### config.mk
export PLATFORM = sky130hd
export DESIGN_NAME = fetch_stage
export DESIGN_NICKNAME = d
export VERILOG_FILES = /design/src/source/cpu_pkg.sv /design/src/source/fetch_stage.sv
export VERILOG_INCLUDE_DIRS = /design/src /design/src/source
export SDC_FILE = /design/constraint.sdc
export NUM_CORES = 1
export LEC_CHECK = 0
export BUFFER_PORTS_ARGS = -buffer_cell sky130_fd_sc_hd__buf_4
export CAP_MARGIN = 20
export CELL_PAD_IN_SITES_DETAIL_PLACEMENT = 0
export CELL_PAD_IN_SITES_GLOBAL_PLACEMENT = 1
export CORE_MARGIN = 3
export CORE_UTILIZATION = 38
export CTS_BUF_LIST = sky130_fd_sc_hd__clkbuf_4 sky130_fd_sc_hd__clkbuf_8
export DETAILED_ROUTE_END_ITERATION = 12
export PLACE_DENSITY_LB_ADDON = 0.1
export SLEW_MARGIN = 20
export SYNTH_ARGS = -nofsm -noshare
export SYNTH_HDL_FRONTEND = slang
export SYNTH_SLANG_ARGS = --single-unit
### constraint.sdc
create_clock -name clk -period 3.7 [get_ports clk]
set_clock_uncertainty 0.1 [all_clocks]
set_input_delay 0.74 -clock clk [delete_from_list [all_inputs] [get_ports clk]]
set_output_delay 0.74 -clock clk [all_outputs]
set_load 0.02 [all_outputs]
### src/source/cpu_defines.svh
`ifndef CPU_DEFINES_SVH
`define CPU_DEFINES_SVH

`define CPU_XLEN  64
`define CPU_ILEN  32
`define CPU_NREGS 32
`define CPU_RADDR 5

// Opcodes, always in bits 0..5
`define OP_ALU  6'b101010
`define OP_LD   6'b100000
`define OP_SD   6'b100001
`define OP_BEZ  6'b100010
`define OP_BNEZ 6'b100011
`define OP_NOP  6'b111100

// ALU function codes
`define FN_AND 6'b000001
`define FN_OR  6'b000010
`define FN_XOR 6'b000011
`define FN_NOT 6'b000100
`define FN_MOV 6'b000101
`define FN_ADD 6'b000110
`define FN_SUB 6'b000111

// Lane widths 8/16/32/64
`define WW_B 2'b00
`define WW_H 2'b01
`define WW_W 2'b10
`define WW_D 2'b11

`define PPP_ALL 3'b000
`define PPP_HI  3'b001  // Bits 0..31, the upper half
`define PPP_LO  3'b010  // Bits 32..63

`define CPU_NOP_INSTR {`OP_NOP, 26'd0}

`endif

### src/source/cpu_pkg.sv
`default_nettype none

`include "cpu_defines.svh"

package cpu_pkg;

  // Register format, used by ALU operations
  typedef struct packed {
    logic [0:5]            opcode;
    logic [0:`CPU_RADDR-1] rd;
    logic [0:`CPU_RADDR-1] ra;
    logic [0:`CPU_RADDR-1] rb;
    logic [0:2]            ppp;
    logic [0:1]            ww;
    logic [0:5]            func;
  } instr_r_t;

  // Memory and branch format
  typedef struct packed {
    logic [0:5]            opcode;
    logic [0:`CPU_RADDR-1] rd;
    logic [0:`CPU_RADDR-1] ra;   // Not used
    logic [0:15]           imm;
  } instr_m_t;

  typedef union packed {
    instr_r_t r;
    instr_m_t m;
  } instr_u;

  // Applies a partial write on top of the old register value
  function automatic logic [0:`CPU_XLEN-1] ppp_merge(input logic [0:2] ppp,
                                                     input logic [0:`CPU_XLEN-1] new_val,
                                                     input logic [0:`CPU_XLEN-1] old_val);
    case (ppp)
      `PPP_HI: return {new_val[0:`CPU_XLEN/2-1], old_val[`CPU_XLEN/2:`CPU_XLEN-1]};
      `PPP_LO: return {old_val[0:`CPU_XLEN/2-1], new_val[`CPU_XLEN/2:`CPU_XLEN-1]};
      default: return new_val;  // PPP_ALL and unused codes
    endcase
  endfunction

endpackage

`default_nettype wire

### src/source/fetch_stage.sv
`default_nettype none

`include "cpu_defines.svh"

module fetch_stage
  import cpu_pkg::*;
(
  input  wire                  clk,
  input  wire                  reset,
  input  wire [0:`CPU_ILEN-1]  inst_in,
  input  wire                  stall,
  input  wire                  branch_taken,
  input  wire [0:31]           branch_target,
  output logic [0:31]          pc_out,
  output instr_u               if_instr
);

  always_ff @(posedge clk) begin
    if (reset) begin
      pc_out   <= '0;
      if_instr <= `CPU_NOP_INSTR;
    end else if (branch_taken) begin
      pc_out   <= branch_target;
      if_instr <= `CPU_NOP_INSTR;  // Squash the word behind the branch
    end else if (!stall) begin
      pc_out   <= pc_out + 32'd4;
      if_instr <= inst_in;
    end
    // On stall both pc and instruction hold
  end

  // Targets come from decode, so they must keep the pc aligned too
  a_pc_aligned: assert property (@(posedge clk) disable iff (reset)
    pc_out[30:31] == 2'b00);

endmodule

`default_nettype wire

### Word-level counts from Yosys, hierarchy flattened

Cells that the tools add are included.

* reduce and logical (&&, ||, !) cells: 1
* multiplexer cells: 2
* $add $sub $neg: 1
* eq/ne operators: 1

Operators with widths (count)
* $mux W32: 2
* $add A32 B3 Y32 const B: 1
* $ne A2 B1 Y1 const B: 1
* $reduce_or A2 Y1: 1

* output and inout bits: 64
* register bits: 64
* input bits: 68
* word-level logic and storage cells: 7

### Longest topological paths before layout

Gate-level depths: netlist of the first run.

* word-level depth: 3
* gate-level depth with buffers: 6
* gate-level depth less buffers: 5

### Worst setup path before layout of the first run

OpenSTA, ideal clock, no wires.

* kind: input port to flip-flop
* start: input stall
* end: register pc_out[7] in the netlist's numbering
* path buffers: 1
* arrival: 2.009 ns
* slack: 1.474 ns
* data required time: 3.482 ns
* stages on the path: 5
* cell sequence: clkbuf_1 nand3b_1 or4_1 or4b_1 o2111a_1

* cells in the longest elaborated chain, start to end: 1

Ends and longest elaborated chain
* start: declaration: RTL line fetch_stage.sv:11 `input wire stall,`
* $ne A2 B1 Y1 (no line)
* end signal: assignment: RTL line fetch_stage.sv:23 `pc_out <= branch_target;`
* end signal: assignment: RTL line fetch_stage.sv:26 `pc_out <= pc_out + 32'd4;`
* end: declaration: RTL line fetch_stage.sv:14 `output logic [0:31] pc_out,`

Every way passes these cells.
A chain may end at the register's enable or synchronous reset.

### Final worst setup path of the first run

* start: register pc_out[29] in the netlist's numbering
* end: register pc_out[13] in the netlist's numbering

* cells in the longest elaborated chain, start to end: 3

Ends and longest elaborated chain
* $add A32 B3 Y32: RTL line fetch_stage.sv:26
* $mux W32: RTL line fetch_stage.sv:25 `end else if (!stall) begin`
* $mux W32: RTL line fetch_stage.sv:22 `end else if (branch_taken) begin`

Every way passes these cells. The select of a mux whose other input is x is not followed.

==> impl_metrics.py, run 1 <==
metrics = {
    "outcome": {
        "run_status": "completed",
    },
    "floorplanning": {
        "chipWidth_um": 96.37,
        "die_y_um": 96.37,
        "rows": 32,
        "initial_util_pct": 39.74,
        "io-pin-count": 132,
        "core_area_um2": 7807,
        "design.die.area_um2": 9286,
    },
    "worst_hold_path": {
        "worst_hold_path_type": "reg2reg",
    },
    "sta": {
        "hold_violations": 0,
        "post-route-min-period_ps": 2444,
        "maximum_clock_frequency_mhz": 409.2,
        "maxSlewHeadroom_pct": 35.53,
        "drv_slew": 0,
        "finalWorstSetupSlack_ps": 1256,
        "final.setup.tns_ps": 0,
        "timing.final.crit_share_pct": 66.05,
        "max_slew.worst_pin.slew_ps": 966.0,
        "grt_setup_unrepaired": "no",
        "setup_viol_count_final": 0,
    },
    "power_and_ir_drop": {
        "pwr-share-clk_pct": 37.7,
        "switching_power_mw": 0.4735,
        "cellInternalPower_mw": 1.189,
        "p_sw_share_pct": 28.47,
        "sequential_share_of_power_pct": 46.2,
        "power.leakage_nw": 1.899,
        "ir_worst_vdd_v": 0.0002322,
        "p_per_area_nw_per_um2": 383.0,
        "power.share.combinational_pct": 16.1,
    },
    "finish": {
        "layout.cells.most_common": "sky130_fd_sc_hd__buf_4",
        "antennaDiodeCount": 0,
        "drive_gt1_share_pct": 32.91,
        "final_net_count": 541,
        "filler_cell_count": 766,
        "multi_input_area_um2": 1680,
        "final_cell_mix": "sky130_fd_sc_hd__buf_4, sky130_fd_sc_hd__dfxtp_1, sky130_fd_sc_hd__nor2_1, sky130_fd_sc_hd__mux2i_1, sky130_fd_sc_hd__nand2_1",
        "seqCellArea_um2": 1281,
        "syn2layout_area_growth_pct": 39.92,
    },
    "clocking": {
        "tritoncts": "built",
        "cts_hold_repair.buffers": 0,
        "cts_num_sinks": 64,
        "cts_inserted_buffers": 9,
        "clock-root-buffer": "sky130_fd_sc_hd__clkbuf_8",
        "total_of_cells_resized_after_clock_tree_synthesis": 0,
        "htreeDepth": 3,
        "post_cts.repair.setup_buffers": 0,
        "clk_latency_ps": 340,
        "ctsLongestPathBuffers": 2,
        "cts.clk_slew.worst_paths_ps": 80,
    },
    "detailed_routing": {
        "drtPass1Iterations": 4,
        "post-route-drc-count": 0,
        "finalWirelength_um": 8873,
        "drtAntennaViolNets": 0,
        "routed_via_density": 5.321,
        "first_iter_violations": 91,
        "post_drt_wl_per_cell_um": 15.32,
        "dr_total_vias": 3081,
    },
    "worst_setup_path": {
        "timing.setup.critical_path_class": "reg2reg",
        "timing.critical_path.max_delay_family": "simple AND/OR/NAND/NOR gates",
        "endpoint_kind": "register",
        "crit_path_max_fanout": 9,
        "worst_ep_required_time_ps": 3850,
        "worst_ep_arrival_time_ps": 2600,
        "setup.worst_path.start_class": "register",
        "critPathMaxStageDelay_ps": 610,
        "worstPathCellList": "ha_1, nor2b_1, nand4_1, or3_1, a311oi_1",
        "critical_path_buf_inv_count": 0,
        "cell_with_the_biggest_individual_delay_on_the_critical_path": "sky130_fd_sc_hd__nor2b_1",
    },
    "grt": {
        "vias_in_the_first_global_route": 2851,
        "grt_first_pass_wirelength_um": 13980,
        "grt.overflow.total": 0,
        "grt_start_max_net_pins": 49,
        "antenna_violations_before_repair": 0,
        "groute.usage.overall_pct": 19.36,
    },
    "logic_synthesis": {
        "synth_area_per_cell_um2": 8.840,
        "sequential_to_total_area_share_from_yosys_stat_pct": 41.29,
        "synth_top_cell_area_share_pct": 41.29,
        "yosys.cell_types.count": 48,
        "synth_async_sr_flop_share_pct": 0,
        "syn-instance-count": 351,
        "synth_nets": 420,
        "ys_top_cells_by_area": "sky130_fd_sc_hd__dfxtp_1, sky130_fd_sc_hd__mux2i_1, sky130_fd_sc_hd__nor2_1",
        "synth_area_um2": 3103,
        "count_of_flip_flops_with_a_built_in_enable_after_synthesis": 0,
        "number_of_warning_messages_in_the_yosys_log": 0,
        "synth_top_cell_by_area": "sky130_fd_sc_hd__dfxtp_1",
        "synth_seq_cells": 64,
        "primary_ff_master_synth": "sky130_fd_sc_hd__dfxtp_1",
    },
    "place": {
        "place.port_buffers": 131,
        "place.gp.congestion": 0.7729,
        "detailedPlacementHpwl_um": 6273,
        "dp_slack_ps": 1088,
    },
    "flow_run": {
        "cap_viol_max_count": 0,
    },
}
stage by stage:
step	cells	cell area (µm²)	hold WS, ps	power (mW)	util (%)
global placement	563	4136	360.9	1.052	52.98
detailed placement	563	4136	365.1	1.054	52.98
global route	579	4342	403.7	1.746	55.61
CTS	579	4342	386.0	1.689	55.61
floorplan	351	3103	483.5	0.9193	-
finish	579	4342	382.1	1.663	55.61
layout make-up:
cell class              instances  share of cell area [%]
clock inverters                 6                   1.556
clock buffers                  10                   3.170
well taps                     102                   2.939
repair buffers                133                   23.00
multi-input cells             251                   38.70
flip-flops and latches         64                   29.51
inverters                      13                   1.124
worst reg2reg max path, cell delays in order (launching register included):
cell and delay (ps):
sky130_fd_sc_hd__dfxtp_1 530, sky130_fd_sc_hd__ha_1 380, sky130_fd_sc_hd__nor2b_1 610, sky130_fd_sc_hd__nand4_1 180
sky130_fd_sc_hd__or3_1 320, sky130_fd_sc_hd__a311oi_1 240
metal layers:
metal	wire (µm)	global-route usage, %	vias to the layer above
met4	114	6.075	0
met3	940	8.835	13
li1	-	-	1531
met1	3735	24.59	1423
met5	0	0	-
met2	4083	29.21	114
cells in the mapped netlist, drive strengths merged, types with 5 or more instances:
cell     number
a311oi        5
xnor2         8
mux2i        35
nor4          5
a21oi        10
and3          8
nand3        10
inv          13
dfxtp        64
o211ai        5
o21ai         6
clkbuf       19
nor2         53
nor3         12
and4          6
nand2        21
a2111oi       7
a211oi       12
nand4        14
worst paths after layout:
kind	start	end	slack (ps)	cells after the start
worst max-delay path	pc_out[29]$_SDFFE_PP0N_	pc_out[13]$_SDFFE_PP0N_	1260	5
worst min-delay path	if_instr[29]$_SDFFE_PP1N_	if_instr[29]$_SDFFE_PP1N_	380	2
worst max register to register	pc_out[29]$_SDFFE_PP0N_	pc_out[13]$_SDFFE_PP0N_	1260	5
worst min register to register	if_instr[29]$_SDFFE_PP1N_	if_instr[29]$_SDFFE_PP1N_	380	2
power groups by stage:
stage / Sequential, mW / Combinational, mW / Clock, mW
after floorplan: 0.815 / 0.104 / 0
after global placement: 0.783 / 0.269 / 0
after detailed placement: 0.784 / 0.270 / 0
after CTS: 0.768 / 0.271 / 0.650
after global routing: 0.776 / 0.292 / 0.678
final: 0.769 / 0.267 / 0.627
state kept, by name (all words and copies together), names as in the netlist:
| signal | flops |
|---|---|
| pc_out | 32 |
| if_instr | 32 |
logic make-up (layout without fill, tap and decap cells):
logic type,count (synthesis),in the layout,synth area share (%)
compound gates,53,53,12.78
xor+xnor,12,12,3.387
fa+ha+maj,1,1,0.4032
buf+inv,36,162,4.556
flops,64,64,41.29
mux,35,35,11.29
simple gates,150,150,26.29
No activity file was read; power rests on OpenSTA's default activity.
==> run 2, diff against run 1 <==
--- a/config.mk
+++ b/config.mk
@@ -6,12 +6,13 @@
 export SDC_FILE = /design/constraint.sdc
 export NUM_CORES = 1
 export LEC_CHECK = 0
+export ABC_AREA = 1
 export BUFFER_PORTS_ARGS = -buffer_cell sky130_fd_sc_hd__buf_4
 export CAP_MARGIN = 20
 export CELL_PAD_IN_SITES_DETAIL_PLACEMENT = 0
 export CELL_PAD_IN_SITES_GLOBAL_PLACEMENT = 1
 export CORE_MARGIN = 3
-export CORE_UTILIZATION = 38
+export CORE_UTILIZATION = 30
 export CTS_BUF_LIST = sky130_fd_sc_hd__clkbuf_4 sky130_fd_sc_hd__clkbuf_8
 export DETAILED_ROUTE_END_ITERATION = 12
 export PLACE_DENSITY_LB_ADDON = 0.1
==> constraint.sdc (replaced) <==
create_clock -name clk -period 2.1 [get_ports clk]
set_clock_uncertainty 0.1 [all_clocks]
set_input_delay 0.42 -clock clk [delete_from_list [all_inputs] [get_ports clk]]
set_output_delay 0.42 -clock clk [all_outputs]
set_load 0.02 [all_outputs]
==> run 2 against run 1 <==
  * Combinational power increased by 83%
  * Design area increased by 6.0%
  * Hold slack got worse by 220 ps
  * Worst setup slack got worse by 890 ps
  * Clock power increased by 59%
  * Register-to-register slack got worse by 890 ps
  * Fmax increased by 41%
  * Sequential power increased by 73%
  * Synthesized cell count increased by 46%
  * Count of clock-buffer cells in the layout decreased by 1
  * Highest routed layer unchanged
==> impl_metrics.py, run 2 <==
metrics = {
    "grt": {
        "antenna_violations_before_repair": 0,
        "groute.usage.overall_pct": 17.85,
        "grt_start_max_net_pins": 36,
        "vias_in_the_first_global_route": 3567,
        "grt_first_pass_wirelength_um": 17910,
        "grt.overflow.total": 0,
    },
    "logic_synthesis": {
        "synth_async_sr_flop_share_pct": 0,
        "top_cell_types_by_occurrence_after_synthesis": "sky130_fd_sc_hd__nand2_1, sky130_fd_sc_hd__dfxtp_1, sky130_fd_sc_hd__inv_1, sky130_fd_sc_hd__a21oi_1, sky130_fd_sc_hd__nor2_1",
        "syn-instance-count": 514,
        "synth_area_per_cell_um2": 6.409,
        "synth_top_cell_area_share_pct": 38.89,
        "ys_top_cells_by_area": "sky130_fd_sc_hd__dfxtp_1, sky130_fd_sc_hd__nand2_1, sky130_fd_sc_hd__a21oi_1",
        "primary_ff_master_synth": "sky130_fd_sc_hd__dfxtp_1",
        "most_instantiated_library_cell_after_synthesis": "sky130_fd_sc_hd__nand2_1",
        "synth_top_cell_by_area": "sky130_fd_sc_hd__dfxtp_1",
        "count_of_flip_flops_with_a_built_in_enable_after_synthesis": 0,
        "synth_nets": 583,
        "number_of_warning_messages_in_the_yosys_log": 0,
        "yosys.cell_types.count": 26,
        "synth_seq_cells": 64,
        "synth_area_um2": 3294,
        "sequential_to_total_area_share_from_yosys_stat_pct": 38.89,
    },
    "clocking": {
        "cts_hold_repair.buffers": 0,
        "cts_num_sinks": 64,
        "htreeDepth": 3,
        "tritoncts": "built",
        "total_of_cells_resized_after_clock_tree_synthesis": 0,
        "cts.clk_slew.worst_paths_ps": 90,
        "post_cts.repair.setup_buffers": 0,
        "clk_latency_ps": 350,
        "clock-root-buffer": "sky130_fd_sc_hd__clkbuf_8",
        "cts_inserted_buffers": 9,
        "ctsLongestPathBuffers": 2,
    },
    "detailed_routing": {
        "post-route-drc-count": 0,
        "first_iter_violations": 152,
        "dr_total_vias": 3630,
        "drtAntennaViolNets": 0,
        "post_drt_wl_per_cell_um": 13.97,
        "drtPass1Iterations": 4,
        "finalWirelength_um": 10970,
        "routed_via_density": 4.624,
    },
    "floorplanning": {
        "initial_util_pct": 31.35,
        "io-pin-count": 132,
        "die_y_um": 110.8,
        "rows": 37,
        "chipWidth_um": 110.8,
        "design.die.area_um2": 12270,
        "core_area_um2": 10510,
    },
    "finish": {
        "postLayoutCoreUtil_pct": 43.79,
        "layout.cells.most_common": "sky130_fd_sc_hd__nand2_1",
        "syn2layout_area_growth_pct": 39.69,
        "finalInstanceArea_um2": 4602,
        "antennaDiodeCount": 0,
        "largestRegisters": "if_instr: 32 flops, pc_out: 32 flops",
        "final_net_count": 713,
        "final_cell_mix": "sky130_fd_sc_hd__nand2_1, sky130_fd_sc_hd__buf_4, sky130_fd_sc_hd__dfxtp_1, sky130_fd_sc_hd__inv_1, sky130_fd_sc_hd__a21oi_1",
        "drive_gt1_share_pct": 26.96,
    },
    "power_and_ir_drop": {
        "post-layout-total-power_mw": 2.819,
        "ir_worst_vdd_v": 0.0003488,
        "p_per_area_nw_per_um2": 612.6,
        "power.leakage_nw": 2.031,
    },
    "worst_setup_path": {
        "timing.setup.critical_path_class": "reg2reg",
        "worst_ep_required_time_ps": 2290,
        "worst_setup_path_endpoint": "pc_out[7]$_SDFFE_PP0N_",
        "worst_ep_arrival_time_ps": 1920,
        "endpoint_kind": "register",
        "crit_path_max_fanout": 6,
        "r2r.worst_path.cells": 9,
        "worst_setup_path_startpoint": "pc_out[29]$_SDFFE_PP0N_",
        "setup.worst_path.start_class": "register",
        "capture_instance_of_the_worst_register_to_register_path": "pc_out[7]$_SDFFE_PP0N_",
        "regToRegSetupSlack_ps": 370,
        "r2r_start": "pc_out[29]$_SDFFE_PP0N_",
    },
    "flow_run": {
        "cap_viol_max_count": 0,
    },
    "sta": {
        "setup_viol_count_final": 0,
        "final.setup.tns_ps": 0,
        "post-route-min-period_ps": 1732,
        "max_slew.worst_pin.slew_ps": 500.6,
        "grt_setup_unrepaired": "no",
        "hold_violations": 0,
        "maximum_clock_frequency_mhz": 577.4,
        "timing.final.crit_share_pct": 82.47,
        "maxSlewHeadroom_pct": 66.58,
        "drv_slew": 0,
    },
    "worst_hold_path": {
        "timing.hold.worst.start": "inst_in[2]",
        "worst_hold_path_type": "in2reg",
    },
    "place": {
        "detailed_place.area_um2": 4425,
        "detailedPlacementHpwl_um": 8255,
        "place.port_buffers": 131,
        "place.gp.congestion": 0.7958,
    },
    "outcome": {
        "run_status": "completed",
    },
}
run 2: cell count changes in the layout (fill, tap and decap cells not counted), moves of 11 or more:
cell | before | now
sky130_fd_sc_hd__a21oi_1 | 10 | 51
sky130_fd_sc_hd__mux2i_1 | 35 | 0
sky130_fd_sc_hd__nor2_1 | 53 | 40
sky130_fd_sc_hd__inv_1 | 13 | 55
sky130_fd_sc_hd__o21ai_0 | 6 | 35
sky130_fd_sc_hd__nand3_1 | 9 | 37
sky130_fd_sc_hd__nand4_1 | 12 | 0
sky130_fd_sc_hd__nand2_1 | 21 | 176
sky130_fd_sc_hd__nor3_1 | 11 | 0
sky130_fd_sc_hd__a211oi_1 | 12 | 0
run 2: metal layers:
layer,share of wire [%],GRT usage [%],vias up
met4,1.1,4.269,0
met2,47,30.06,128
met3,10,6.878,7
li1,-,-,1881
met1,42,21.44,1614
met5,0,0,-
run 2: worst min-delay path by stage:
| stage | end | slack [ps] | cells after the start |
|---|---|---|---|
| 3_5_place_dp | if_instr[20]$_SDFFE_PP0N_ | 350 | 2 |
| 6_report | if_instr[29]$_SDFFE_PP1N_ | 170 | 3 |
| 2_1_floorplan | if_instr[28]$_SDFFE_PP1N_ | 430 | 2 |
| 5_1_grt | if_instr[30]$_SDFFE_PP1N_ | 180 | 3 |
| 3_3_place_gp | if_instr[20]$_SDFFE_PP0N_ | 340 | 2 |
| 4_1_cts | if_instr[29]$_SDFFE_PP1N_ | 150 | 3 |
run 2: cell type report:
class	count	area [µm²]
inverters	57	214.0
flip-flops and latches	64	1281
well taps	136	170.2
clock buffers	9	123.9
multi-input cells	373	1704
clock inverters	7	52.55
fillers	1127	5907
repair buffers	139	1056
run 2: worst max-delay path, cell delays in order, from the launching register on:
cell                      delay, ps
sky130_fd_sc_hd__dfxtp_1        430
sky130_fd_sc_hd__ha_1           220
sky130_fd_sc_hd__nand2_2         90
sky130_fd_sc_hd__nor2_4         150
sky130_fd_sc_hd__nand2_1        130
sky130_fd_sc_hd__nor2_2         230
sky130_fd_sc_hd__nand2_1         70
sky130_fd_sc_hd__nand2_1         80
sky130_fd_sc_hd__nand3_2         60
sky130_fd_sc_hd__a21oi_2        110
run 2: kinds of logic (layout without fill, tap and decap cells):
family	Yosys count	after routing	synth area share, %
and+or+nand+nor	273	273	35.24
AOI/OAI and AO/OA	93	93	14.51
buffers and inverters	77	212	9.381
DFF	64	64	38.89
xor gates and xnor gates	6	6	1.595
adders and majority gates	1	1	0.3797
run 2: metrics by stage:
stage	cells	hold slack [ps]	setup slack (ps)
5_1_grt	785	177.5	206.2
4_1_cts	785	148.5	339.7
2_1_floorplan	514	433.2	467.0
6_report	785	166.8	368.1
3_3_place_gp	769	344.0	412.4
3_5_place_dp	769	352.5	373.0
run 2: report_power, final:
part	total, mW	internal, mW	switching, mW
Combinational	0.488	0.223	0.264
Sequential	1.33	1.27	0.0607
Clock	1.00	0.439	0.561
Total	2.82	1.93	0.886
