[config.mk]
export PLATFORM = sky130hd
export DESIGN_NAME = execute_stage
export DESIGN_NICKNAME = d
export VERILOG_FILES = /design/src/source/cpu_pkg.sv /design/src/source/alu.sv /design/src/source/execute_stage.sv
export VERILOG_INCLUDE_DIRS = /design/src /design/src/source
export SDC_FILE = /design/constraint.sdc
export NUM_CORES = 1
export LEC_CHECK = 0
export ABC_CLOCK_PERIOD_IN_PS = 18700
export BUFFER_PORTS_ARGS = -buffer_cell sky130_fd_sc_hd__buf_2
export CELL_PAD_IN_SITES_DETAIL_PLACEMENT = 0
export CELL_PAD_IN_SITES_GLOBAL_PLACEMENT = 1
export CORE_MARGIN = 10
export CORE_UTILIZATION = 36
export CTS_BUF_LIST = sky130_fd_sc_hd__clkbuf_2
export CTS_CLUSTER_DIAMETER = 100
export DETAILED_ROUTE_END_ITERATION = 10
export GPL_TIMING_DRIVEN = 0
export PLACE_DENSITY_LB_ADDON = 0.1
export SLEW_MARGIN = 25
export SYNTH_ARGS = -nofsm -noshare
export SYNTH_HDL_FRONTEND = slang
export SYNTH_HIERARCHICAL = 1
export SYNTH_SLANG_ARGS = --single-unit
[constraint.sdc]
create_clock -name clk -period 18.7 [get_ports clk]
set_input_delay 0.935 -clock clk [delete_from_list [all_inputs] [get_ports clk]]
set_output_delay 0.935 -clock clk [all_outputs]
set_load 0.05 [all_outputs]
[src/source/cpu_defines.svh]
`ifndef CPU_DEFINES_SVH
`define CPU_DEFINES_SVH

`define CPU_XLEN  64
`define CPU_ILEN  32
`define CPU_NREGS 32
`define CPU_RADDR 5

// Opcodes, always in bits 0..5
`define OP_ALU  6'b101010
`define OP_LD   6'b100000
`define OP_SD   6'b100001
`define OP_BEZ  6'b100010
`define OP_BNEZ 6'b100011
`define OP_NOP  6'b111100

// ALU function codes
`define FN_AND 6'b000001
`define FN_OR  6'b000010
`define FN_XOR 6'b000011
`define FN_NOT 6'b000100
`define FN_MOV 6'b000101
`define FN_ADD 6'b000110
`define FN_SUB 6'b000111

// Lane widths 8/16/32/64
`define WW_B 2'b00
`define WW_H 2'b01
`define WW_W 2'b10
`define WW_D 2'b11

`define PPP_ALL 3'b000
`define PPP_HI  3'b001  // Bits 0..31, the upper half
`define PPP_LO  3'b010  // Bits 32..63

`define CPU_NOP_INSTR {`OP_NOP, 26'd0}

`endif

[src/source/cpu_pkg.sv]
`default_nettype none

`include "cpu_defines.svh"

package cpu_pkg;

  // Register format, used by ALU operations
  typedef struct packed {
    logic [0:5]            opcode;
    logic [0:`CPU_RADDR-1] rd;
    logic [0:`CPU_RADDR-1] ra;
    logic [0:`CPU_RADDR-1] rb;
    logic [0:2]            ppp;
    logic [0:1]            ww;
    logic [0:5]            func;
  } instr_r_t;

  // Memory and branch format
  typedef struct packed {
    logic [0:5]            opcode;
    logic [0:`CPU_RADDR-1] rd;
    logic [0:`CPU_RADDR-1] ra;   // Not used
    logic [0:15]           imm;
  } instr_m_t;

  typedef union packed {
    instr_r_t r;
    instr_m_t m;
  } instr_u;

  // Applies a partial write on top of the old register value
  function automatic logic [0:`CPU_XLEN-1] ppp_merge(input logic [0:2] ppp,
                                                     input logic [0:`CPU_XLEN-1] new_val,
                                                     input logic [0:`CPU_XLEN-1] old_val);
    case (ppp)
      `PPP_HI: return {new_val[0:`CPU_XLEN/2-1], old_val[`CPU_XLEN/2:`CPU_XLEN-1]};
      `PPP_LO: return {old_val[0:`CPU_XLEN/2-1], new_val[`CPU_XLEN/2:`CPU_XLEN-1]};
      default: return new_val;  // PPP_ALL and unused codes
    endcase
  endfunction

endpackage

`default_nettype wire

[src/source/alu.sv]
`default_nettype none

`include "cpu_defines.svh"

module alu (
  input  wire [0:`CPU_XLEN-1]  op_a,
  input  wire [0:`CPU_XLEN-1]  op_b,
  input  wire [0:5]            func,
  input  wire [0:1]            ww,
  output logic [0:`CPU_XLEN-1] result
);

  logic                 is_sub;
  logic [0:`CPU_XLEN-1] addend;
  logic [0:`CPU_XLEN-1] lane_sum;
  logic [2:0]           lane_mask;
  logic                 carry;

  assign is_sub = (func == `FN_SUB);
  assign addend = is_sub ? ~op_b : op_b;  // a - b as a + ~b + 1

  // Low byte-index bits that stay inside one lane
  always_comb begin
    case (ww)
      `WW_B: lane_mask = 3'b000;
      `WW_H: lane_mask = 3'b001;
      `WW_W: lane_mask = 3'b011;
      `WW_D: lane_mask = 3'b111;
    endcase
  end

  // Byte-wise ripple, carry cut at each lane boundary
  always_comb begin
    carry    = is_sub;
    lane_sum = '0;
    for (int j = 0; j < 8; j++) begin
      if ((3'(j) & lane_mask) == 3'd0) begin
        carry = is_sub;  // First byte of a lane
      end
      {carry, lane_sum[(7 - j) * 8 +: 8]} = {1'b0, op_a[(7 - j) * 8 +: 8]}
                                          + {1'b0, addend[(7 - j) * 8 +: 8]}
                                          + {8'd0, carry};
    end
  end

  always_comb begin
    case (func)
      `FN_AND: result = op_a & op_b;
      `FN_OR:  result = op_a | op_b;
      `FN_XOR: result = op_a ^ op_b;
      `FN_NOT: result = ~op_a;
      `FN_MOV: result = op_a;
      `FN_ADD: result = lane_sum;
      `FN_SUB: result = lane_sum;
      default: result = '0;
    endcase
  end

endmodule

`default_nettype wire

[src/source/execute_stage.sv]
`default_nettype none

`include "cpu_defines.svh"

module execute_stage
  import cpu_pkg::*;
(
  input  wire                    clk,
  input  wire                    reset,
  input  wire [0:`CPU_XLEN-1]    d_in,
  input  wire                    ex_valid,
  input  wire                    ex_alu,
  input  wire                    ex_ld,
  input  wire                    ex_sd,
  input  wire [0:5]              ex_func,
  input  wire [0:1]              ex_ww,
  input  wire [0:2]              ex_ppp,
  input  wire [0:`CPU_RADDR-1]   ex_rd,
  input  wire [0:`CPU_RADDR-1]   ex_ra,
  input  wire [0:`CPU_RADDR-1]   ex_rb,
  input  wire [0:15]             ex_imm,
  input  wire [0:`CPU_XLEN-1]    ex_ra_data,
  input  wire [0:`CPU_XLEN-1]    ex_rb_data,
  output logic [0:`CPU_XLEN-1]   d_out,
  output logic [0:31]            addr_out,
  output logic                   mem_en,
  output logic                   mem_wr_en,
  output logic                   wb_we,
  output logic [0:`CPU_RADDR-1]  wb_rd,
  output logic [0:2]             wb_ppp,
  output logic [0:`CPU_XLEN-1]   wb_data
);

  logic [0:`CPU_XLEN-1] op_a;
  logic [0:`CPU_XLEN-1] op_b;
  logic [0:`CPU_XLEN-1] alu_result;
  logic [0:`CPU_XLEN-1] alu_result_q;
  logic                 wb_ld;

  // WB forwarding; a partial write only replaces its half of the old operand
  assign op_a = (wb_we && wb_rd == ex_ra) ? ppp_merge(wb_ppp, wb_data, ex_ra_data)
                                          : ex_ra_data;
  assign op_b = (wb_we && wb_rd == ex_rb) ? ppp_merge(wb_ppp, wb_data, ex_rb_data)
                                          : ex_rb_data;

  alu u_alu (
    .op_a   (op_a),
    .op_b   (op_b),
    .func   (ex_func),
    .ww     (ex_ww),
    .result (alu_result)
  );

  always_ff @(posedge clk) begin
    if (reset) begin
      mem_en    <= 1'b0;
      mem_wr_en <= 1'b0;
      wb_we     <= 1'b0;
      wb_ld     <= 1'b0;
    end else begin
      mem_en    <= ex_valid && (ex_ld || ex_sd);
      mem_wr_en <= ex_valid && ex_sd;
      wb_we     <= ex_valid && (ex_alu || ex_ld);
      wb_ld     <= ex_valid && ex_ld;
    end
  end

  always_ff @(posedge clk) begin
    addr_out     <= {16'd0, ex_imm};
    d_out        <= op_b;  // rD of a store, read through port B
    wb_rd        <= ex_rd;
    wb_ppp       <= ex_ppp;
    alu_result_q <= alu_result;
  end

  // Load data arrives from memory while the load sits in WB
  assign wb_data = wb_ld ? d_in : alu_result_q;

  a_wr_needs_en: assert property (@(posedge clk) disable iff (reset)
    mem_wr_en |-> mem_en);

endmodule

`default_nettype wire

; Word-level counts from Yosys, hierarchy flattened
; Cells that the tools add are included.
[classes]
n_addsub = 16
n_eq_ne = 14
mux = 15
bitwise_logic = 5
n_reduce_logical = 17
[op_table]
columns = op, n
row1 = $pmux 64 s6, 1
row2 = $mux 64, 4
row3 = $pmux 64 s2, 2
row4 = $not 64->64, 2
row5 = $and 64x64->64, 1
row6 = $or 64x64->64, 1
row7 = $xor 64x64->64, 1
row8 = $add 8x8->9, 7
row9 = $add 9x1->9, 7
row10 = $eq 6x3->1 const B, 4
row11 = $logic_not 3->1, 7
row12 = $eq 6x2->1 const B, 2
row13 = $pmux 3 s4, 1
row14 = $eq 5x5->1, 2
row15 = $add 8x1->8, 1
row16 = $add 8x8->8, 1
row17 = $mux 1, 7
row18 = $eq 6x1->1 const B, 1
row19 = $logic_and 1x1->1, 6
row20 = $eq 2x2->1 const B, 2
row21 = $eq 3x1->1 const B, 1
row22 = $eq 3x2->1 const B, 1
row23 = $eq 2x1->1 const B, 1
row24 = $logic_not 2->1, 1
row25 = 2 further kinds, 3
[word_totals]
regBits = 156
inputBits = 240
out_inout_bits = 171
word_cells = 76

; Depth between registers and ports, before layout
; Gate-level depths: netlist of run 1.
[depth]
word_depth = 22
depth_mapped = 63
depth_no_buf = 61

; By module
; The synthesis of run 1 kept the hierarchy.
[by_module_without_submodules]
columns = mod, instances, cells_each, area_each_um2, seq_area_each_um2
row1 = alu, 1, 1063, 7806.2, 0.0
row2 = execute_stage, 1, 409, 5848.1, 3123.0

; Worst setup path before layout of run 1
; No wires, ideal clock.
[synth_timing]
path_type = input to register
from = input port ex_rb[3] in the netlist's numbering
to = register alu_result_q[1] in the netlist's numbering
setup_ps = 120
arrival_time_ps = 15952
required_time_ps = 18580
slack_ps = 2628
stages = 63
path_cell_list = xnor2_1 > nand4_1 > nor3_2 > buf_6 > mux2_4 > inv_1 > xnor2_1 > ha_1 > clkbuf_1 > a211o_1 > a21oi_1 > o21ai_0 > a2111oi_0 > nor3_1 > fa_1 > fa_1 > a211oi_1 > o21bai_1 > (+27 left out) > o21bai_1 > a21o_1 > a211oi_1 > nor2_1 > fa_1 > fa_1 > a211oi_1 > o21bai_1 > a21oi_1 > o21a_1 > nor3_1 > fa_1 > fa_1 > a21o_1 > a21oi_1 > o21bai_1 > a221o_1 > or2_1
[synth_between]
elab_chain_cells = 22
word_cells_on_any_way = 32
classes_between = 16 x add/sub / 1 x eq/ne / 10 x mux / 4 x bitwise / 1 x reduce/logical
[synth_lines]
columns = item, line
row1 = start: declaration, execute_stage.sv:20  ; input wire [0:`CPU_RADDR-1] ex_rb,
row2 = $eq 5x5->1 *, execute_stage.sv:43  ; assign op_b = (wb_we && wb_rd == ex_rb) ? ppp_merge(wb_ppp, wb_data, ex_rb_data)
row3 = $logic_and 1x1->1 *, execute_stage.sv:43
row4 = $mux 64 *, execute_stage.sv:43
row5 = net op_b (one bit), execute_stage.sv:35  ; logic [0:`CPU_XLEN-1] op_b;
row6 = $not 64->64, alu.sv:20  ; assign addend = is_sub ? ~op_b : op_b;
row7 = $mux 64 *, alu.sv:20
row8 = $add 8x8->9 *, alu.sv:41  ; + {1'b0, addend[(7 - j) * 8 +: 8]}
row9 = $add 9x1->9 *, alu.sv:42  ; + {8'd0, carry};
row10 = (+8 left out), -
row11 = $mux 1 *, alu.sv:37  ; if ((3'(j) & lane_mask) == 3'd0) begin
row12 = $add 9x1->9 *, alu.sv:42
row13 = $mux 1 *, alu.sv:37
row14 = $add 9x1->9 *, alu.sv:42
row15 = $mux 1 *, alu.sv:37
row16 = $add 8x1->8 *, alu.sv:42
row17 = $pmux 64 s6 *, alu.sv:47  ; case (func)
row18 = net alu_result (one bit), execute_stage.sv:36  ; logic [0:`CPU_XLEN-1] alu_result;
row19 = end signal: assignment, execute_stage.sv:73  ; alu_result_q <= alu_result;
row20 = end: declaration, execute_stage.sv:37  ; logic [0:`CPU_XLEN-1] alu_result_q;
; Mark *: on every way through the listed nets, which the timed path passes. The rest lies on a longest branch.
; A chain may end at the register's enable or synchronous reset.

; Worst setup path after layout of run 1
[layout_timing]
from = register wb_rd[2] in the netlist's numbering
to = register alu_result_q[1] in the netlist's numbering
[layout_between]
elab_chain_cells = 22
word_cells_on_any_way = 36
classes_between = 16 x add/sub / 2 x eq/ne / 11 x mux / 5 x bitwise / 2 x reduce/logical
[layout_lines]
columns = item, line
row1 = start: declaration, execute_stage.sv:29  ; output logic [0:`CPU_RADDR-1] wb_rd,
row2 = start signal: assignment, execute_stage.sv:71  ; wb_rd <= ex_rd;
row3 = $eq 5x5->1 *, execute_stage.sv:43
row4 = $logic_and 1x1->1 *, execute_stage.sv:43
row5 = $mux 64 *, execute_stage.sv:43
row6 = net op_b (one bit), execute_stage.sv:35
row7 = $not 64->64, alu.sv:20
row8 = $mux 64 *, alu.sv:20
row9 = $add 8x8->9 *, alu.sv:41
row10 = $add 9x1->9 *, alu.sv:42
row11 = (+8 left out), -
row12 = $mux 1 *, alu.sv:37
row13 = $add 9x1->9 *, alu.sv:42
row14 = $mux 1 *, alu.sv:37
row15 = $add 9x1->9 *, alu.sv:42
row16 = $mux 1 *, alu.sv:37
row17 = $add 8x1->8 *, alu.sv:42
row18 = $pmux 64 s6 *, alu.sv:47
row19 = net alu_result (one bit), execute_stage.sv:36
; Marked as above.

==> results of run 1 <==
per-stage QoR:
stage          cell area (um2)  total power, mW  setup WS [ns]  utilization (%)
6_report                 16800            0.934           1.26             44.8
5_1_grt                  16800            0.992         0.0554             44.8
4_1_cts                  16800            0.949           1.15             44.8
3_5_place_dp             16300            0.725          0.585             43.5
3_3_place_gp             16300            0.720          0.231             43.4
2_1_floorplan            13700            0.625           2.63                -
final cells by class:
cell class | instances | area, um2 | area share [%]
Multi-Input combinational cell | 1105 | 9540 | 56.7
Sequential cell | 156 | 3120 | 18.5
Timing Repair Buffer | 418 | 2210 | 13.2
Tap cell | 511 | 639 | 3.80
Buffer | 93 | 557 | 3.31
Inverter | 133 | 499 | 2.97
Clock inverter | 15 | 173 | 1.03
Clock buffer | 17 | 85.1 | 0.505
Antenna cell | 2 | 5.00 | 0.0297
kinds of logic (layout without fill, tap and decap cells):
group	after synthesis	after routing	share of synthesized area, %
other cells	1	18	0.0275
flops	156	156	22.9
compound gates	330	330	16.2
buf+inv	226	676	7.72
simple gates	217	217	7.45
mux	229	229	19.4
fa+ha+maj	198	198	19.0
xor+xnor	115	115	7.38
cells in the mapped netlist, drive strengths merged (5+ instances only):
library cell  count  area, um2
a211oi           15        113
fa               15        300
a221oi           32        280
clkbuf           38        143
o211ai           28        210
and2              5       31.3
nor2             53        199
nand2b            9       56.3
o21bai           14        105
a21o             24        180
o21a              6       45.0
ha              183       2290
buf              55        413
nor2b             5       31.3
nand4             5       31.3
nor4b             5       43.8
xor2             32        280
a21oi            39        195
a222oi           26        260
nand2            94        353
xnor2            83        727
o21ai           117        586
dfxtp           156       3120
nor3             23        135
inv             133        499
mux2            226       2620
o22ai             5       31.3
routing by layer:
layer	up-vias	part of all wire, %	global-route usage [%]
met4	4	1.5	5.81
met1	5963	44	28.0
met5	-	0.043	0
met3	44	6.1	4.68
li1	6121	-	-
met2	426	48	39.0
state kept, by name (all words and copies together), names as in the netlist:
name and cells:
wb_ppp 3, d_out 64, mem_en 1, wb_ld 1
alu_result_q 64, wb_we 1, addr_out 16, mem_wr_en 1
wb_rd 5
power breakdown:
part	leakage (nW)	switching (mW)	internal, mW	total (mW)
registers	1.30	0.00479	0.350	0.355
clock network	0.150	0.163	0.0465	0.210
logic	6.68	0.230	0.139	0.369
critical path: cells and delay by family, from the launching register on:
family	cells	cell delay (ns)
adders and majority gates	15	6.98
xor gates and xnor gates	2	0.26
and+or+nand+nor	10	1.80
DFF	1	0.44
AOI/OAI and AO/OA	32	6.96
buffers and inverters	3	0.56
muxes	1	0.33
timing repair:
action / CTS / global route
buffers inserted: 0 / 0
hold endpoints to repair: 24 / 0
hold buffers: 24 / 0
how the worst max path moves through the flow:
stage | from | end
detailed placement | ex_rb[0] | alu_result_q[1]
finish | wb_rd[2] | alu_result_q[1]
global placement | ex_rb[2] | alu_result_q[1]
global route | wb_rd[2] | alu_result_q[1]
floorplan | ex_rb[3] | alu_result_q[1]
CTS | wb_rd[2] | alu_result_q[1]
==> impl_metrics.env, run 1 <==
export IMPL_run_status="completed"
export IMPL_die_y_um=215
export IMPL_slew_viol_final=0
export IMPL_whs_path_depth=2
export IMPL_path_class="reg -> reg"
export IMPL_areaGrowthSynthToFinish_pct=23.3
export IMPL_reg2reg_depth=63
export IMPL_gp_congestion=0.868
export IMPL_cp_max_fo=10
export IMPL_arrival_ns=18.29
export IMPL_stdcell_count=2450
export IMPL_slowest_stage="nor3_2"
export IMPL_synthCells=1472
export IMPL_drv_cap=0
export IMPL_netlist_area_um2=13700
export IMPL_tns_ns=0
export IMPL_min_period_ns=17.44
export IMPL_ant_nets=0
export IMPL_grt_usage_pct=22.6
export IMPL_r2r_slack_ns=1.26
export IMPL_drive_above_1_share_pct=36.9
export IMPL_rows=71
export IMPL_synth_edf_count=0
export IMPL_grt_max_degree=19
export IMPL_synthDistinctLibCells=58
export IMPL_hold_start="ex_alu"
export IMPL_initial_core_util_pct=36.3
export IMPL_r2r_start="wb_rd[2]"
export IMPL_fmax_ghz=0.0573
export IMPL_holdWs_ns=0.165
export IMPL_clk_pin_slew_ns=0.30
export IMPL_synth_ff_type="dfxtp_1"
export IMPL_final_common_cell="buf_2"
export IMPL_ios=411
export IMPL_cp_required_ns=19.55
export IMPL_final_cell_mix="buf_2 (411), mux2_2 (206), ha_1 (183)"
export IMPL_tritoncts="done"
export IMPL_relSlewSlack_pct=28.5
export IMPL_ys_seq_elements=156
export IMPL_startpoint_type="register"
export IMPL_die_area_um2=46100
export IMPL_async_reset_ff_share_pct=0
export IMPL_dpl_cell_count=2392
export IMPL_power_leakage_nw=8.12
export IMPL_worstHoldEndpoint="wb_we"
export IMPL_cts_root_buf="clkbuf_2"
export IMPL_clockBufferDepth=2
export IMPL_worstMarginPinSlew_ns=1.07
export IMPL_die_x_um=215
export IMPL_grt_pass1_wl_um=79800
export IMPL_grt_overflow=0
export IMPL_fin_crit_sh_pct=93.3
export IMPL_dp_hpwl_um=41600
export IMPL_r2r_end="alu_result_q[1]"
export IMPL_viasPerCell=5.13
export IMPL_cts_buffers=17
export IMPL_wl_um=53500
export IMPL_first_pass_iters=6
export IMPL_fin_skew_ns=0.0444
export IMPL_finalSetupViolations=0
export IMPL_cp_common_cell="fa_1"
export IMPL_ir_drop_mv=0.0366
export IMPL_fillers=3765
export IMPL_setup_worst_path_end_class="register"
export IMPL_routedWlPerCell_um=21.8
export IMPL_cts_resized=0
export IMPL_final_nets=2362
export IMPL_dr_first_iter_drc_count=806
export IMPL_power_density_nw_per_um2=55.5
export IMPL_clk_latency_ns=0.94
export IMPL_synth_warnings=6
export IMPL_cts_num_sinks=156
export IMPL_route_detailed_drc=0
export IMPL_hold_class="in -> reg"
export IMPL_rsz0062_at_grt="false"
export IMPL_vias=12558
export IMPL_worst_path_largest_cell_delay_ns=0.66
export IMPL_grt_pass1_vias=12886
export IMPL_synth_avg_cell_area_um2=9.28
export IMPL_portBuffers=393
export IMPL_cts_max_level=4
export IMPL_core_um2=37600
export IMPL_hold_viol=0
export IMPL_ys_seq_area_share_pct=22.9
export IMPL_antenna_found_initial=4
Note: power is estimated with default switching activity, not from simulation.
==> run 2: changes to the inputs <==
--- a/config.mk
+++ b/config.mk
@@ -10,12 +10,13 @@
 export BUFFER_PORTS_ARGS = -buffer_cell sky130_fd_sc_hd__buf_2
 export CELL_PAD_IN_SITES_DETAIL_PLACEMENT = 0
 export CELL_PAD_IN_SITES_GLOBAL_PLACEMENT = 1
+export CORE_ASPECT_RATIO = 2
 export CORE_MARGIN = 10
 export CORE_UTILIZATION = 36
 export CTS_BUF_LIST = sky130_fd_sc_hd__clkbuf_2
 export CTS_CLUSTER_DIAMETER = 100
 export DETAILED_ROUTE_END_ITERATION = 10
-export GPL_TIMING_DRIVEN = 0
+export GPL_TIMING_DRIVEN = 1
 export PLACE_DENSITY_LB_ADDON = 0.1
 export SLEW_MARGIN = 25
 export SYNTH_ARGS = -nofsm -noshare
==> run 2 against run 1 <==
Against the previous run: design area shrank 4.0%; clock skew grew 0.026 ns; core utilization shrank 1.6 points; critical path type unchanged; global-route usage shrank 2.0 points; clock power is essentially flat; final cell count shrank 6.2%; non-clock buffer count shrank 101; first-iteration DRC count shrank 39%; worst hold slack is essentially flat; die area grew 1.0%; count of clock-buffer cells in the layout grew 1; sequential share of layout area grew 0.80 points.
==> impl_metrics.env, run 2 (same netlist as run 1, synthesis figures left out) <==
export IMPL_run_status="completed"
export IMPL_clk_latency_ns=0.86
export IMPL_ios=411
export IMPL_routedWlPerCell_um=21.4
export IMPL_rows=100
export IMPL_grt_usage_pct=20.6
export IMPL_crit_buf_inv=1
export IMPL_dr_first_iter_drc_count=493
export IMPL_final_nets=2261
export IMPL_cts_resized=0
export IMPL_arrival_ns=17.67
export IMPL_intPower_mw=0.539
export IMPL_cts_root_buf="clkbuf_2"
export IMPL_drive_above_1_share_pct=37.4
export IMPL_drv_cap=0
export IMPL_grt_pass1_wl_um=74500
export IMPL_min_period_ns=16.90
export IMPL_stdcell_count=2297
export IMPL_final_common_cell="buf_2"
export IMPL_die_area_um2=46600
export IMPL_clk_pin_slew_ns=0.29
export IMPL_cp_required_ns=19.47
export IMPL_gp_congestion=0.856
export IMPL_die_y_um=295
export IMPL_grt_pass1_vias=12972
export IMPL_ant_nets=0
export IMPL_startpoint_type="register"
export IMPL_first_pass_iters=6
export IMPL_fin_skew_ns=0.0704
export IMPL_slew_viol_final=0
export IMPL_portBuffers=394
export IMPL_crit_family="adder cells"
export IMPL_cp_max_fo=7
export IMPL_power_frac_clock_pct=22.8
export IMPL_setup_worst_path_end_class="register"
export IMPL_cts_buffers=17
export IMPL_worstMarginPinSlew_ns=1.00
export IMPL_switching_power_mw=0.387
export IMPL_p_seq_share_pct=38.5
export IMPL_clockBufferDepth=2
export IMPL_core_um2=37400
export IMPL_grt_overflow=0
export IMPL_hold_viol=0
export IMPL_viasPerCell=5.25
export IMPL_fillers=3797
export IMPL_tns_ns=0
export IMPL_hold_class="in -> reg"
export IMPL_switching_share_pct=41.8
export IMPL_route_detailed_drc=0
export IMPL_post_cts_buffers=0
export IMPL_finalSetupViolations=0
export IMPL_grt_max_degree=65
export IMPL_cts_num_sinks=156
export IMPL_antenna_found_initial=3
export IMPL_path_class="reg -> reg"
export IMPL_rsz0062_at_grt="false"
export IMPL_reg_largest_list="alu_result_q: 64 flops, d_out: 64 flops, addr_out: 16 flops"
export IMPL_tritoncts="done"
export IMPL_cts_max_level=4
export IMPL_slowest_stage="nor3_4"
export IMPL_power_density_nw_per_um2=57.3
export IMPL_dp_hpwl_um=36900
export IMPL_postCtsHoldBufs=0
export IMPL_worst_path_largest_cell_delay_ns=0.53
export IMPL_power_leakage_nw=7.79
export IMPL_fmax_ghz=0.0592
export IMPL_initial_core_util_pct=36.5
export IMPL_final_cell_mix="buf_2 (393), mux2_2 (206), ha_1 (183)"
export IMPL_vias=12059
export IMPL_dpl_cell_count=2263
export IMPL_ir_drop_mv=0.0355
export IMPL_pwr_share_comb_pct=38.7
export IMPL_fin_crit_sh_pct=90.4
export IMPL_die_x_um=158
export IMPL_wl_um=49200
export IMPL_cp_common_cell="fa_1"
export IMPL_relSlewSlack_pct=33.1
export IMPL_areaGrowthSynthToFinish_pct=18.3
## run 2: cell type report
| type | count | area, um2 | share of cell area (%) |
|---|---|---|---|
| Clock buffer | 18 | 90.1 | 0.558 |
| Sequential cell | 156 | 3130 | 19.4 |
| Timing Repair Buffer | 410 | 2110 | 13.1 |
| Multi-Input combinational cell | 1105 | 9600 | 59.4 |
| Clock inverter | 14 | 148 | 0.914 |
| Tap cell | 459 | 574 | 3.55 |
| Inverter | 133 | 499 | 3.09 |
| Antenna cell | 2 | 5.00 | 0.0310 |
## run 2: metrics by stage
| stage | worst slack [ns] | hold slack [ns] | area (um2) | utilization [%] | power, mW |
|---|---|---|---|---|---|
| 2_1_floorplan | 2.63 | 0.853 | 13700 | - | 0.625 |
| 3_3_place_gp | 1.33 | 0.630 | 15900 | 42.5 | 0.720 |
| 3_5_place_dp | 1.12 | 0.640 | 15900 | 42.5 | 0.723 |
| 4_1_cts | 1.68 | 0.0316 | 16100 | 43.2 | 0.945 |
| 5_1_grt | 0.552 | 0.0166 | 16200 | 43.2 | 0.987 |
| 6_report | 1.80 | 0.166 | 16200 | 43.2 | 0.926 |
## run 2: final timing paths
check	from	endpoint	slack (ns)	depth (start not counted)
worst min-delay path	ex_rd[1]	wb_rd[1]	0.17	1
worst max register to register	wb_rd[3]	alu_result_q[1]	1.80	61
worst max-delay path	wb_rd[3]	alu_result_q[1]	1.80	61
worst min register to register	alu_result_q[39]	d_out[39]	0.66	2
## run 2: metal layers
metal	vias to the layer above	routed length (um)	track usage (%)
met1	5756	18500	21.4
met4	2	800	5.31
met3	46	2670	4.22
met2	359	27200	40.1
li1	5896	-	-
met5	-	13	0
## run 2: power groups by stage
| stage | clock network (mW) | registers [mW] | logic (mW) |
|---|---|---|---|
| after floorplan | 0 | 0.400 | 0.225 |
| after global placement | 0 | 0.363 | 0.356 |
| after detailed placement | 0 | 0.363 | 0.360 |
| after CTS | 0.226 | 0.358 | 0.362 |
| after global routing | 0.234 | 0.359 | 0.394 |
| final | 0.211 | 0.357 | 0.358 |
